==> config.mk <==
export PLATFORM = sky130hd
export DESIGN_NAME = inorder_rs_top
export DESIGN_NICKNAME = d
export VERILOG_FILES = /design/src/hdl/rs_config_pkg.sv /design/src/hdl/rs_uop_pkg.sv /design/src/hdl/entry_searcher.sv /design/src/hdl/inorder_alloc_issue_unit.sv /design/src/hdl/rs_entry_array.sv /design/src/hdl/inorder_rs_top.sv
export SDC_FILE = /design/constraint.sdc
export NUM_CORES = 1
export LEC_CHECK = 0
export BUFFER_PORTS_ARGS = -buffer_cell sky130_fd_sc_hd__buf_2
export CAP_MARGIN = 30
export CORE_MARGIN = 1
export CORE_UTILIZATION = 55
export CTS_CLUSTER_SIZE = 10
export DETAILED_ROUTE_END_ITERATION = 8
export GPL_TIMING_DRIVEN = 0
export PLACE_DENSITY = 0.8
export SLEW_MARGIN = 20
export SYNTH_ARGS = -nofsm -noshare
export SYNTH_HDL_FRONTEND = slang
export SYNTH_SLANG_ARGS = --single-unit
export TNS_END_PERCENT = 50
==> constraint.sdc <==
create_clock -name clk_i -period 3.1 [get_ports clk_i]
set_input_delay 0.465 -clock clk_i [delete_from_list [all_inputs] [get_ports clk_i]]
set_output_delay 0.465 -clock clk_i [all_outputs]
set_load 0.005 [all_outputs]
==> src/hdl/rs_config_pkg.sv <==
`default_nettype none

// sizing of the reservation station
package rs_config_pkg;

    // default number of entries in the circular array
    localparam int DEFAULT_ENT_NUM = 4;

    // pointer width, log2 of the entry count
    localparam int DEFAULT_ENT_SEL = 2;

    // operand value width
    localparam int DATA_W = 32;

    // result tag width
    // a waiting operand keeps its tag in the low bits of the value field
    localparam int TAG_W = 6;

endpackage

`default_nettype wire

==> src/hdl/rs_uop_pkg.sv <==
`default_nettype none

// micro-op encoding as seen by the station
package rs_uop_pkg;

    // operations of the execution pipe
    typedef enum logic [2:0] {
        OP_ADD = 3'd0,
        OP_SUB = 3'd1,
        OP_AND = 3'd2,
        OP_OR  = 3'd3,
        OP_XOR = 3'd4,
        OP_SLL = 3'd5
    } uop_opcode_e;

    // max micro-ops written per cycle
    // request count runs 0..DISPATCH_W
    localparam int DISPATCH_W = 2;

endpackage

`default_nettype wire

==> src/hdl/entry_searcher.sv <==
`timescale 1ns/1ns
`default_nettype none

module entry_searcher #(
    parameter int ENT_NUM = rs_config_pkg::DEFAULT_ENT_NUM,
    parameter int ENT_SEL = rs_config_pkg::DEFAULT_ENT_SEL
) (
    input  wire [ENT_NUM-1:0] begin_entry_i,
    input  wire [ENT_NUM-1:0] end_entry_i,
    output logic [ENT_SEL-1:0] begin_select_o,
    output logic [ENT_SEL-1:0] end_select_o,
    output logic               begin_en_o,
    output logic               end_en_o
);

    // lowest set bit, scanning up from index 0
    always_comb begin
        logic found;
        found = 1'b0;
        begin_select_o = '0;
        for (int i = 0; i < ENT_NUM; i++) begin
            if (!found && begin_entry_i[i]) begin
                begin_select_o = ENT_SEL'(i);
                found = 1'b1;
            end
        end
    end

    // last index of the first run of ones
    always_comb begin
        logic in_run;
        logic run_done;
        in_run = 1'b0;
        run_done = 1'b0;
        end_select_o = '0;
        for (int i = 0; i < ENT_NUM; i++) begin
            if (!run_done) begin
                if (end_entry_i[i]) begin
                    end_select_o = ENT_SEL'(i);
                    in_run = 1'b1;
                end else if (in_run) begin
                    run_done = 1'b1;
                end
            end
        end
    end

    assign begin_en_o = |begin_entry_i;
    assign end_en_o = |end_entry_i;

endmodule

`default_nettype wire

==> src/hdl/inorder_alloc_issue_unit.sv <==
`timescale 1ns/1ns
`default_nettype none

module inorder_alloc_issue_unit #(
    parameter int ENT_NUM = rs_config_pkg::DEFAULT_ENT_NUM,
    parameter int ENT_SEL = rs_config_pkg::DEFAULT_ENT_SEL
) (
    input  wire                clk_i,
    input  wire                reset_i,
    input  wire [$clog2(rs_uop_pkg::DISPATCH_W+1)-1:0] req_num_i,
    input  wire [ENT_NUM-1:0]  busy_vector_i,
    input  wire [ENT_NUM-1:0]  ready_vector_i,
    input  wire                dp_stall_i,
    input  wire                dp_kill_i,
    output logic [ENT_SEL-1:0] alloc_ptr_o,
    output logic               allocatable_o,
    output logic [ENT_SEL-1:0] issue_ptr_o,
    output logic               issue_valid_o
);

    localparam logic [ENT_SEL-1:0] LAST_ENT = ENT_SEL'(ENT_NUM - 1);

    logic [ENT_SEL-1:0] free_end;
    logic               any_free;
    logic [ENT_SEL-1:0] busy_begin;
    logic [ENT_SEL-1:0] busy_end;
    logic               any_busy;
    logic               wrapped;
    logic [ENT_SEL-1:0] alloc_ptr_inc;
    logic [ENT_SEL:0]   ptr_sum;
    logic [ENT_SEL-1:0] alloc_ptr_next;

    // first run of free entries
    entry_searcher #(.ENT_NUM(ENT_NUM), .ENT_SEL(ENT_SEL)) u_free_search (
        .begin_entry_i  (~busy_vector_i),
        .end_entry_i    (~busy_vector_i),
        .begin_select_o (),
        .end_select_o   (free_end),
        .begin_en_o     (),
        .end_en_o       (any_free)
    );

    // first run of busy entries
    entry_searcher #(.ENT_NUM(ENT_NUM), .ENT_SEL(ENT_SEL)) u_busy_search (
        .begin_entry_i  (busy_vector_i),
        .end_entry_i    (busy_vector_i),
        .begin_select_o (busy_begin),
        .end_select_o   (busy_end),
        .begin_en_o     (any_busy),
        .end_en_o       ()
    );

    // busy run starts at 0 and stops short of the top, yet the top is busy
    // so the occupied region wraps through index 0
    assign wrapped = any_busy && (busy_begin == '0) && (busy_end != LAST_ENT)
                     && busy_vector_i[ENT_NUM-1];

    // oldest entry: full -> alloc_ptr, wrapped -> past the free gap
    assign issue_ptr_o = !any_free ? alloc_ptr_o :
                         wrapped   ? ENT_SEL'(free_end + 1'b1) :
                                     busy_begin;

    assign issue_valid_o = any_busy & ready_vector_i[issue_ptr_o];

    assign alloc_ptr_inc = (alloc_ptr_o == LAST_ENT) ? '0 : ENT_SEL'(alloc_ptr_o + 1'b1);

    always_comb begin
        case (req_num_i)
            2'd0: allocatable_o = 1'b1;
            2'd1: allocatable_o = ~busy_vector_i[alloc_ptr_o];
            default: allocatable_o = ~busy_vector_i[alloc_ptr_o] & ~busy_vector_i[alloc_ptr_inc];
        endcase
    end

    // pointer advance modulo ENT_NUM
    assign ptr_sum = {1'b0, alloc_ptr_o} + (ENT_SEL+1)'(req_num_i);
    assign alloc_ptr_next = (ptr_sum >= (ENT_SEL+1)'(ENT_NUM)) ?
                            ENT_SEL'(ptr_sum - (ENT_SEL+1)'(ENT_NUM)) : ENT_SEL'(ptr_sum);

    always_ff @(posedge clk_i) begin
        if (reset_i) begin
            alloc_ptr_o <= '0;
        end else if (!dp_stall_i && !dp_kill_i) begin
            alloc_ptr_o <= alloc_ptr_next;
        end
    end

endmodule

`default_nettype wire

==> src/hdl/rs_entry_array.sv <==
`timescale 1ns/1ns
`default_nettype none

module rs_entry_array #(
    parameter int ENT_NUM = rs_config_pkg::DEFAULT_ENT_NUM,
    parameter int ENT_SEL = rs_config_pkg::DEFAULT_ENT_SEL
) (
    input  wire                clk_i,
    input  wire                reset_i,
    // write side
    input  wire [ENT_SEL-1:0]  alloc_ptr_i,
    input  wire                write_en_i,
    input  wire [$clog2(rs_uop_pkg::DISPATCH_W+1)-1:0] req_num_i,
    input  var rs_uop_pkg::uop_opcode_e dp0_opcode_i,
    input  wire [rs_config_pkg::TAG_W-1:0]  dp0_dst_tag_i,
    input  wire                             dp0_src_a_ready_i,
    input  wire [rs_config_pkg::DATA_W-1:0] dp0_src_a_i,
    input  wire                             dp0_src_b_ready_i,
    input  wire [rs_config_pkg::DATA_W-1:0] dp0_src_b_i,
    input  var rs_uop_pkg::uop_opcode_e dp1_opcode_i,
    input  wire [rs_config_pkg::TAG_W-1:0]  dp1_dst_tag_i,
    input  wire                             dp1_src_a_ready_i,
    input  wire [rs_config_pkg::DATA_W-1:0] dp1_src_a_i,
    input  wire                             dp1_src_b_ready_i,
    input  wire [rs_config_pkg::DATA_W-1:0] dp1_src_b_i,
    // flush and writeback bus
    input  wire                             kill_i,
    input  wire                             wb_valid_i,
    input  wire [rs_config_pkg::TAG_W-1:0]  wb_tag_i,
    input  wire [rs_config_pkg::DATA_W-1:0] wb_data_i,
    // issue side
    input  wire [ENT_SEL-1:0]  issue_ptr_i,
    input  wire                issue_valid_i,
    input  wire                iss_ready_i,
    output logic [ENT_NUM-1:0] busy_vector_o,
    output logic [ENT_NUM-1:0] ready_vector_o,
    output logic               iss_valid_o,
    output rs_uop_pkg::uop_opcode_e iss_opcode_o,
    output logic [rs_config_pkg::TAG_W-1:0]  iss_dst_tag_o,
    output logic [rs_config_pkg::DATA_W-1:0] iss_src_a_o,
    output logic [rs_config_pkg::DATA_W-1:0] iss_src_b_o,
    output logic                             credit_return_o
);

    import rs_config_pkg::*;
    import rs_uop_pkg::*;

    localparam logic [ENT_SEL-1:0] LAST_ENT = ENT_SEL'(ENT_NUM - 1);

    // per-entry payload
    uop_opcode_e        opcode_q [ENT_NUM];
    logic [TAG_W-1:0]   dst_tag_q [ENT_NUM];
    logic [DATA_W-1:0]  src_a_q [ENT_NUM];
    logic [DATA_W-1:0]  src_b_q [ENT_NUM];
    logic [ENT_NUM-1:0] src_a_rdy_q;
    logic [ENT_NUM-1:0] src_b_rdy_q;
    logic [ENT_NUM-1:0] busy_q;

    logic [ENT_SEL-1:0] slot1_ptr;
    logic               slot0_we;
    logic               slot1_we;
    logic               issue_fire;
    logic [DATA_W:0]    dp0_a;
    logic [DATA_W:0]    dp0_b;
    logic [DATA_W:0]    dp1_a;
    logic [DATA_W:0]    dp1_b;

    // writeback capture for one operand, result is {ready, value}
    function automatic logic [DATA_W:0] snoop(input logic rdy, input logic [DATA_W-1:0] val);
        if (!rdy && wb_valid_i && (val[TAG_W-1:0] == wb_tag_i)) begin
            return {1'b1, wb_data_i};
        end
        return {rdy, val};
    endfunction

    assign slot1_ptr = (alloc_ptr_i == LAST_ENT) ? '0 : ENT_SEL'(alloc_ptr_i + 1'b1);
    assign slot0_we = write_en_i && (req_num_i != '0);
    assign slot1_we = write_en_i && (req_num_i == DISPATCH_W);
    assign issue_fire = issue_valid_i && iss_ready_i;

    // incoming operands also see the bus in their dispatch cycle
    assign dp0_a = snoop(dp0_src_a_ready_i, dp0_src_a_i);
    assign dp0_b = snoop(dp0_src_b_ready_i, dp0_src_b_i);
    assign dp1_a = snoop(dp1_src_a_ready_i, dp1_src_a_i);
    assign dp1_b = snoop(dp1_src_b_ready_i, dp1_src_b_i);

    always_ff @(posedge clk_i) begin
        if (reset_i || kill_i) begin
            busy_q <= '0;
        end else begin
            // writes only target free entries, issue only a busy one
            if (issue_fire) begin
                busy_q[issue_ptr_i] <= 1'b0;
            end
            if (slot0_we) begin
                busy_q[alloc_ptr_i] <= 1'b1;
            end
            if (slot1_we) begin
                busy_q[slot1_ptr] <= 1'b1;
            end
        end
    end

    always_ff @(posedge clk_i) begin
        for (int e = 0; e < ENT_NUM; e++) begin
            {src_a_rdy_q[e], src_a_q[e]} <= snoop(src_a_rdy_q[e], src_a_q[e]);
            {src_b_rdy_q[e], src_b_q[e]} <= snoop(src_b_rdy_q[e], src_b_q[e]);
        end
        if (slot0_we) begin
            opcode_q[alloc_ptr_i] <= dp0_opcode_i;
            dst_tag_q[alloc_ptr_i] <= dp0_dst_tag_i;
            {src_a_rdy_q[alloc_ptr_i], src_a_q[alloc_ptr_i]} <= dp0_a;
            {src_b_rdy_q[alloc_ptr_i], src_b_q[alloc_ptr_i]} <= dp0_b;
        end
        if (slot1_we) begin
            opcode_q[slot1_ptr] <= dp1_opcode_i;
            dst_tag_q[slot1_ptr] <= dp1_dst_tag_i;
            {src_a_rdy_q[slot1_ptr], src_a_q[slot1_ptr]} <= dp1_a;
            {src_b_rdy_q[slot1_ptr], src_b_q[slot1_ptr]} <= dp1_b;
        end
    end

    assign busy_vector_o = busy_q;
    assign ready_vector_o = busy_q & src_a_rdy_q & src_b_rdy_q;

    // read-out of the oldest entry
    assign iss_valid_o = issue_valid_i;
    assign iss_opcode_o = opcode_q[issue_ptr_i];
    assign iss_dst_tag_o = dst_tag_q[issue_ptr_i];
    assign iss_src_a_o = src_a_q[issue_ptr_i];
    assign iss_src_b_o = src_b_q[issue_ptr_i];

    // one credit per entry leaving
    assign credit_return_o = issue_fire;

endmodule

`default_nettype wire

==> src/hdl/inorder_rs_top.sv <==
`timescale 1ns/1ns
`default_nettype none

module inorder_rs_top #(
    parameter int ENT_NUM = rs_config_pkg::DEFAULT_ENT_NUM,
    parameter int ENT_SEL = rs_config_pkg::DEFAULT_ENT_SEL
) (
    input  wire                             clk_i,
    input  wire                             reset_i,
    // dispatcher
    input  wire [$clog2(rs_uop_pkg::DISPATCH_W+1)-1:0] dp_req_num_i,
    input  var rs_uop_pkg::uop_opcode_e     dp0_opcode_i,
    input  wire [rs_config_pkg::TAG_W-1:0]  dp0_dst_tag_i,
    input  wire                             dp0_src_a_ready_i,
    input  wire [rs_config_pkg::DATA_W-1:0] dp0_src_a_i,
    input  wire                             dp0_src_b_ready_i,
    input  wire [rs_config_pkg::DATA_W-1:0] dp0_src_b_i,
    input  var rs_uop_pkg::uop_opcode_e     dp1_opcode_i,
    input  wire [rs_config_pkg::TAG_W-1:0]  dp1_dst_tag_i,
    input  wire                             dp1_src_a_ready_i,
    input  wire [rs_config_pkg::DATA_W-1:0] dp1_src_a_i,
    input  wire                             dp1_src_b_ready_i,
    input  wire [rs_config_pkg::DATA_W-1:0] dp1_src_b_i,
    input  wire                             dp_stall_i,
    input  wire                             dp_kill_i,
    // writeback bus
    input  wire                             wb_valid_i,
    input  wire [rs_config_pkg::TAG_W-1:0]  wb_tag_i,
    input  wire [rs_config_pkg::DATA_W-1:0] wb_data_i,
    // issue port
    input  wire                             iss_ready_i,
    output logic                            iss_valid_o,
    output rs_uop_pkg::uop_opcode_e         iss_opcode_o,
    output logic [rs_config_pkg::TAG_W-1:0]  iss_dst_tag_o,
    output logic [rs_config_pkg::DATA_W-1:0] iss_src_a_o,
    output logic [rs_config_pkg::DATA_W-1:0] iss_src_b_o,
    output logic                             credit_return_o
);

    logic [ENT_NUM-1:0] busy_vector;
    logic [ENT_NUM-1:0] ready_vector;
    logic [ENT_SEL-1:0] alloc_ptr;
    logic               allocatable;
    logic [ENT_SEL-1:0] issue_ptr;
    logic               issue_valid;
    logic               write_en;

    // array write also guarded by the room check
    assign write_en = allocatable & ~dp_stall_i & ~dp_kill_i;

    // dispatch, writeback and issue ports share names with the array
    rs_entry_array #(.ENT_NUM(ENT_NUM), .ENT_SEL(ENT_SEL)) u_entry_array (
        .alloc_ptr_i    (alloc_ptr),
        .write_en_i     (write_en),
        .req_num_i      (dp_req_num_i),
        .kill_i         (dp_kill_i),
        .issue_ptr_i    (issue_ptr),
        .issue_valid_i  (issue_valid),
        .busy_vector_o  (busy_vector),
        .ready_vector_o (ready_vector),
        .*
    );

    inorder_alloc_issue_unit #(.ENT_NUM(ENT_NUM), .ENT_SEL(ENT_SEL)) u_alloc_issue (
        .clk_i          (clk_i),
        .reset_i        (reset_i),
        .req_num_i      (dp_req_num_i),
        .busy_vector_i  (busy_vector),
        .ready_vector_i (ready_vector),
        .dp_stall_i     (dp_stall_i),
        .dp_kill_i      (dp_kill_i),
        .alloc_ptr_o    (alloc_ptr),
        .allocatable_o  (allocatable),
        .issue_ptr_o    (issue_ptr),
        .issue_valid_o  (issue_valid)
    );

endmodule

`default_nettype wire

Word level (Yosys, flattened, before mapping)
Memory sizes are Yosys's and may differ from the RTL's.
Index checks and enable logic that the tools add are counted.
- register bits after elaboration: 270
- bits in latches: 0
- RAM bits: 36
- memory bits (read-only): 0
- input bits: 196
- output and inout bits: 75
- logic and storage cells: 243
- memories: 2
- memories (name ; words ; width ; read ports ; clocked after memory_dff ; wr ports ; line ; RTL):
    u_entry_array.dst_tag_q ; 4 ; 6 ; 1 ; 0 ; 2 ; rs_entry_array.sv:52 ; logic [TAG_W-1:0] dst_tag_q [ENT_NUM];
    u_entry_array.opcode_q ; 4 ; 3 ; 1 ; 0 ; 2 ; rs_entry_array.sv:51 ; uop_opcode_e opcode_q [ENT_NUM];
- $add $sub $neg: 4
- multipliers: 0
- div/mod/pow operators: 0
- magnitude comparators: 12
- equal/unequal tests: 16
- shift-type cells: 0
- mux-type cells: 117
- bitwise logic cells: 18
- reductions and logical operators: 62
- operators with widths (kind ; count):
    $mux W33 ; 24
    $bwmux W128 ; 4
    $mux W128 ; 4
    $mux W32 ; 6
    $bmux W32 S2 ; 2
    $demux W32 S2 ; 2
    $eq A6 B6 Y1 ; 12
    $mux W1 ; 41
    $logic_and A1 B1 Y1 ; 39
    $mux W4 ; 9
    $mux W2 ; 14
    $logic_not A1 Y1 ; 17
    $bwmux W4 ; 4
    $and A4 B4 Y4 ; 3
    $ge A3 B3 Y1 const B ; 4
    $lt A2 B3 Y1 const B ; 3
    $not A2 Y3 ; 3
    $not A4 Y4 ; 2
    $or A4 B4 Y4 ; 2
    $reduce_or A4 Y1 ; 2
    $bmux W1 S2 ; 3
    $demux W1 S2 ; 3
    $ge A2 B1 Y1 const B ; 3
    $lt A3 B1 Y1 const B ; 2
    other kinds (12) ; 21

Depth between registers and ports, before layout
- depth in word-level cells: 29
- depth in mapped cells: 12

Cells and area by module
A second synthesis with hierarchy kept.
- cell total of the unflattened synthesis: 2095
- area total of the unflattened synthesis: 20975.1 um^2
- by module, submodules not included (module ; times used ; cells an instance ; area each (um^2) ; sequential area each (um^2)):
    rs_entry_array ; 1 ; 2029 ; 20498.4 ; 6446.2
    inorder_alloc_issue_unit ; 1 ; 39 ; 309.0 ; 40.0
    entry_searcher ; 2 ; 13 ; 77.6 ; 0.0
    inorder_rs_top ; 1 ; 1 ; 12.5 ; 0.0

Worst setup path before layout
No wires, ideal clock.
- path type: reg2reg
- start point: register u_alloc_issue.alloc_ptr_o[1]
- end point: memory u_entry_array.dst_tag_q[3][0] (enable)
- setup time: 0.329 ns
- arrival time: 2.328 ns
- path slack: 0.443 ns
- cell stages (with the launch flop): 12
- period minus slack after synthesis: 2.657 ns
- cells stage by stage: dfxtp_1 -> buf_2 -> inv_1 -> ha_1 -> mux2i_1 -> mux2_2 -> and3_1 -> buf_2 -> nor2_1 -> buf_4 -> buf_4 -> inv_1
- RTL lines (what ; line ; RTL):
    from (decl) ; inorder_alloc_issue_unit.sv:15 ; output logic [ENT_SEL-1:0] alloc_ptr_o,
    from (signal assigned) ; inorder_alloc_issue_unit.sv:84 ; alloc_ptr_o <= alloc_ptr_next;
    to (decl) ; rs_entry_array.sv:52 ;

Final worst setup path
- start point: register u_entry_array.busy_q[0] (netlist: u_entry_array.busy_vector_o[0])
- end point: output iss_src_a_o[30] (netlist bit)
- cells in the longest elaborated chain, start to end: 20
- elaborated cells on any way between the ends: 46
- those cells by class: add/sub (1); eq/ne (1); mux (30); bitwise (2); reduce/logical (12)
- ends and longest elaborated chain (what ; line ; RTL):
    from (decl) ; rs_entry_array.sv:57 ; logic [ENT_NUM-1:0] busy_q;
    from (signal assigned) ; rs_entry_array.sv:89 ; busy_q <= '0;
    from (signal, indexed assignment) ; rs_entry_array.sv:93 ; busy_q[issue_ptr_i] <= 1'b0;
    from (signal, indexed assignment) ; rs_entry_array.sv:96 ; busy_q[alloc_ptr_i] <= 1'b1;
    $mux W1 ; entry_searcher.sv:22, entry_searcher.sv:38 ;
    $logic_not A1 Y1 ; entry_searcher.sv:22 ; if (!found && begin_entry_i[i]) begin
    $logic_and A1 B1 Y1 ; entry_searcher.sv:22 ;
    $mux W1 ; entry_searcher.sv:22 ;
    $logic_not A1 Y1 ; entry_searcher.sv:22 ;
    $logic_and A1 B1 Y1 ; entry_searcher.sv:22 ;
    $mux W1 ; entry_searcher.sv:22 ;
    $logic_not A1 Y1 ; entry_searcher.sv:22 ;
    (+2 left out) ; - ;
    $logic_not A2 Y1 ; inorder_alloc_issue_unit.sv:55 ; assign wrapped = any_busy && (busy_begin == '0) && (busy_end != LAST_ENT)
    $logic_and A1 B1 Y1 (2 in series) ; inorder_alloc_issue_unit.sv:55 ;
    $logic_and A1 B1 Y1 ; inorder_alloc_issue_unit.sv:56 ; && busy_vector_i[ENT_NUM-1];
    $mux W2 ; inorder_alloc_issue_unit.sv:60 ; wrapped ? ENT_SEL'(free_end + 1'b1) :
    $mux W2 * ; inorder_alloc_issue_unit.sv:59 ; assign issue_ptr_o = !any_free ? alloc_ptr_o :
    $not A2 Y3 (implied by the code) * ; rs_entry_array.sv:130 ; assign iss_src_a_o = src_a_q[issue_ptr_i];
    $bmux W32 S2 * ; rs_entry_array.sv:130 ;
    $mux W32 (implied by the code) * (2 in series) ; rs_entry_array.sv:130 ;
    to (decl) ; inorder_rs_top.sv:35 ; output logic [rs_config_pkg::DATA_W-1:0] iss_src_a_o,
Every way passes the cells marked *; elsewhere a longest branch is shown, timed or not. The select of a mux whose other input is x is not followed.

==> impl_metrics.ini <==
[floorplan]
boundaryPins = 271
core_sq_mm = 0.0336
row_count = 67
die_y_microns = 187
die_area_sq_mm = 0.0351
initial_core_util = 0.561
die_w_microns = 187

[cts]
clockRootBuffer = clkbuf_16
cts_tree = built
clk_pin_slew_ps = 60
clock-sinks = 306
htreeDepth = 2
clockBufferDepth = 3
clk_latency_ps = 530
cts_buffers = 37

[cells_and_area]
nNetsFinal = 2454
area_growth_syn_to_layout_pct = 16.9
seq_area_sq_mm = 0.00649
multiInputGateArea_sq_mm = 0.0112
num-fill-cells = 2664
drive_gt1_frac = 0.300
post-route-util = 0.656

[timing]
fin_tns_setup_ps = -29.0
setup_violations = 4
finalCritPeriodShare = 1.01
fin_worst_skew_ps = 10.4
hold_ws_ps = 101
layout_setup_ws_ps = -17.5
fmax_mhz = 321
tightest_slew_ps = 946
hold_viol = 0
slew_headroom = 0.369
timing.final.crit_period_ps = 3120
drv_slew = 0

[logic_synthesis]
synthCells = 1937
synth.top_cell.area_share = 0.286
synth_flop_cell = dfxtp_1
avgSynthCellArea_sq_um = 9.74
synth_area_sq_mm = 0.0189
ys_seq_elements = 306
synth.largest_area_cell = dfxtp_1
ys_types = 64
synthArstFlopShare = 0
yosys_warnings = 0
synth_fp_nets = 2140
yosys-top-cells-area = dfxtp_1 (29%), mux2i_1 (15%), a221oi_1 (6.9%)
yosysSeqAreaShare = 0.344
synth_edf_count = 36

[setup_path]
critPathMaxFanout = 10
path_class = flip-flop to output port
critPathLaunchType = flip-flop
arrival_ps = 2650
cp.required_ps = 2630
critPathCaptureType = output port

[power]
clkPwrFrac = 0.264
pwr-share-comb = 0.297
intPower_mw = 10.2
peakVddDrop_v = 0.000367
switching_share = 0.320
power_mw = 15.0
power.leakage_nw = 8.78
p_switching_mw = 4.81
p_seq_frac = 0.439
p_per_area_mw_per_mm2 = 681

[global_routing]
grt_pass1_vias = 18500
grt_max_degree = 19
grt_antenna_before_repair = 1
gr-total-overflow = 0
track_usage = 0.415
grt_pass1_wl_microns = 111000

[detailed_routing]
post_drt_via_cell_ratio = 7.04
first_iter_violations = 2865
first_pass_iters = 6
num_vias = 19100
drc_errors = 0
routed_wl_microns = 75600
ant_nets = 0
drt-wirelength-per-cell_microns = 27.9

[place]
hpwl_microns = 51500
place.port_buffers = 266
dp_slack_ps = -594
place.gp.congestion = 1.03

[run]
maxCapViolCount = 0

[worst_hold_path]
hold_class = input pin to flip-flop

[outcome]
violations = setup timing
outcome = finished with violations
[layout make-up]
class | instances | area share
Antenna cell | 1 | 0.000113
Timing Repair inverter | 2 | 0.000681
Inverter | 14 | 0.00272
Clock buffer | 48 | 0.0458
Buffer | 208 | 0.0608
Timing Repair Buffer | 273 | 0.0627
Multi-Input combinational cell | 1409 | 0.507
Tap cell | 448 | 0.0254
Clock inverter | 3 | 0.000964
Sequential cell | 306 | 0.294
[synthesized netlist by cell type, types with 12 or more instances]
master     instances
dfxtp_1          270
xnor2_1           38
o2bb2ai_1         30
inv_1             12
buf_6             25
a221o_1           55
a22oi_1           36
nor2_1           210
a221oi_2          48
nand3b_1          17
buf_2             86
a22o_1            56
mux2_2            97
buf_4             31
mux2i_1          287
clkbuf_1          60
a21oi_1           72
nand3_1           12
a221oi_1         148
nand2_1          135
o22ai_1           33
xor2_1            35
o21ai_0           12
edfxtp_1          36
[worst paths after layout]
| check | start | end | slack [ps] | cells after the start |
|---|---|---|---|---|
| min reg2reg | u_entry_array.src_a_q[89] | u_entry_array.src_a_q[89] | 560 | 2 |
| max | u_entry_array.busy_vector_o[0] | iss_src_a_o[30] | -20 | 9 |
| min | reset_i | u_alloc_issue.alloc_ptr_o[0] | 100 | 2 |
| max reg2reg | u_alloc_issue.alloc_ptr_o[1] | u_entry_array.src_b_q[115] | 40 | 10 |
[critical path, cell delays in order, from the launching register on]
cell	delay, ps
dfxtp_1	320
buf_2	220
nand3b_1	140
a221oi_2	360
clkbuf_8	250
buf_6	210
buf_6	240
a22oi_1	90
nand2_1	140
buf_2	140
[cells by family after synthesis]
kind of cell	count (synthesis)	share of synthesized area
XOR/XNOR	73	0.0339
multiplexers	385	0.211
adder cells (fa/ha/maj)	7	0.00464
AND/OR/NAND/NOR	426	0.104
buffers and inverters	222	0.0662
flip-flops	306	0.344
AO/OA/AOI/OAI	518	0.237
[power by group through the flow]
stage                     sequential (mW)  clock, mW  combinational, mW
after detailed placement             6.58          0               4.31
final                                6.59       3.97               4.46
after global placement               6.49          0               4.13
after global routing                 6.70       4.09               4.82
after CTS                            6.52       3.91               4.35
after floorplan                      6.31          0               3.26
[cell usage in the layout, fill, tap and decap left out, types with 55 or more instances in the layout]
| master | instances |
|---|---|
| a21oi_1 | 70 |
| nand2_1 | 134 |
| a221oi_1 | 147 |
| a22o_1 | 56 |
| mux2_2 | 97 |
| buf_2 | 350 |
| mux2i_1 | 287 |
| dfxtp_1 | 267 |
| a221o_1 | 55 |
| nor2_1 | 207 |
[flip-flops by register name, indices dropped and copies added, names as in the netlist]
| signal | count |
|---|---|
| u_alloc_issue.alloc_ptr_o | 2 |
| u_entry_array.busy_vector_o | 4 |
| u_entry_array.dst_tag_q | 24 |
| u_entry_array.opcode_q | 12 |
| u_entry_array.src_a_q | 128 |
| u_entry_array.src_a_rdy_q | 4 |
| u_entry_array.src_b_q | 128 |
| u_entry_array.src_b_rdy_q | 4 |
[through the flow]
step	instances	area (sq um)
floorplan	1937	18900
global placement	2651	20800
detailed placement	2651	20800
CTS	2705	22000
global route	2711	22100
finish	2712	22100
[per-layer routing]
metal | vias up | GRT usage | routed length [microns]
met5 | - | 0 | 0
met3 | 355 | 0.108 | 10900
met1 | 9002 | 0.538 | 27800
met2 | 1712 | 0.613 | 32000
li1 | 8024 | - | -
met4 | 0 | 0.262 | 4890
[timing repair]
action	4_1_cts	5_1_grt
buffers inserted	3	4
hold buffers	0	0
gates cloned	0	2
endpoints found under the hold margin	0	0
resized for setup	65	28
pin swaps	2	2
endpoints found under the setup margin	182	245
(Power assumes the default switching activity.)
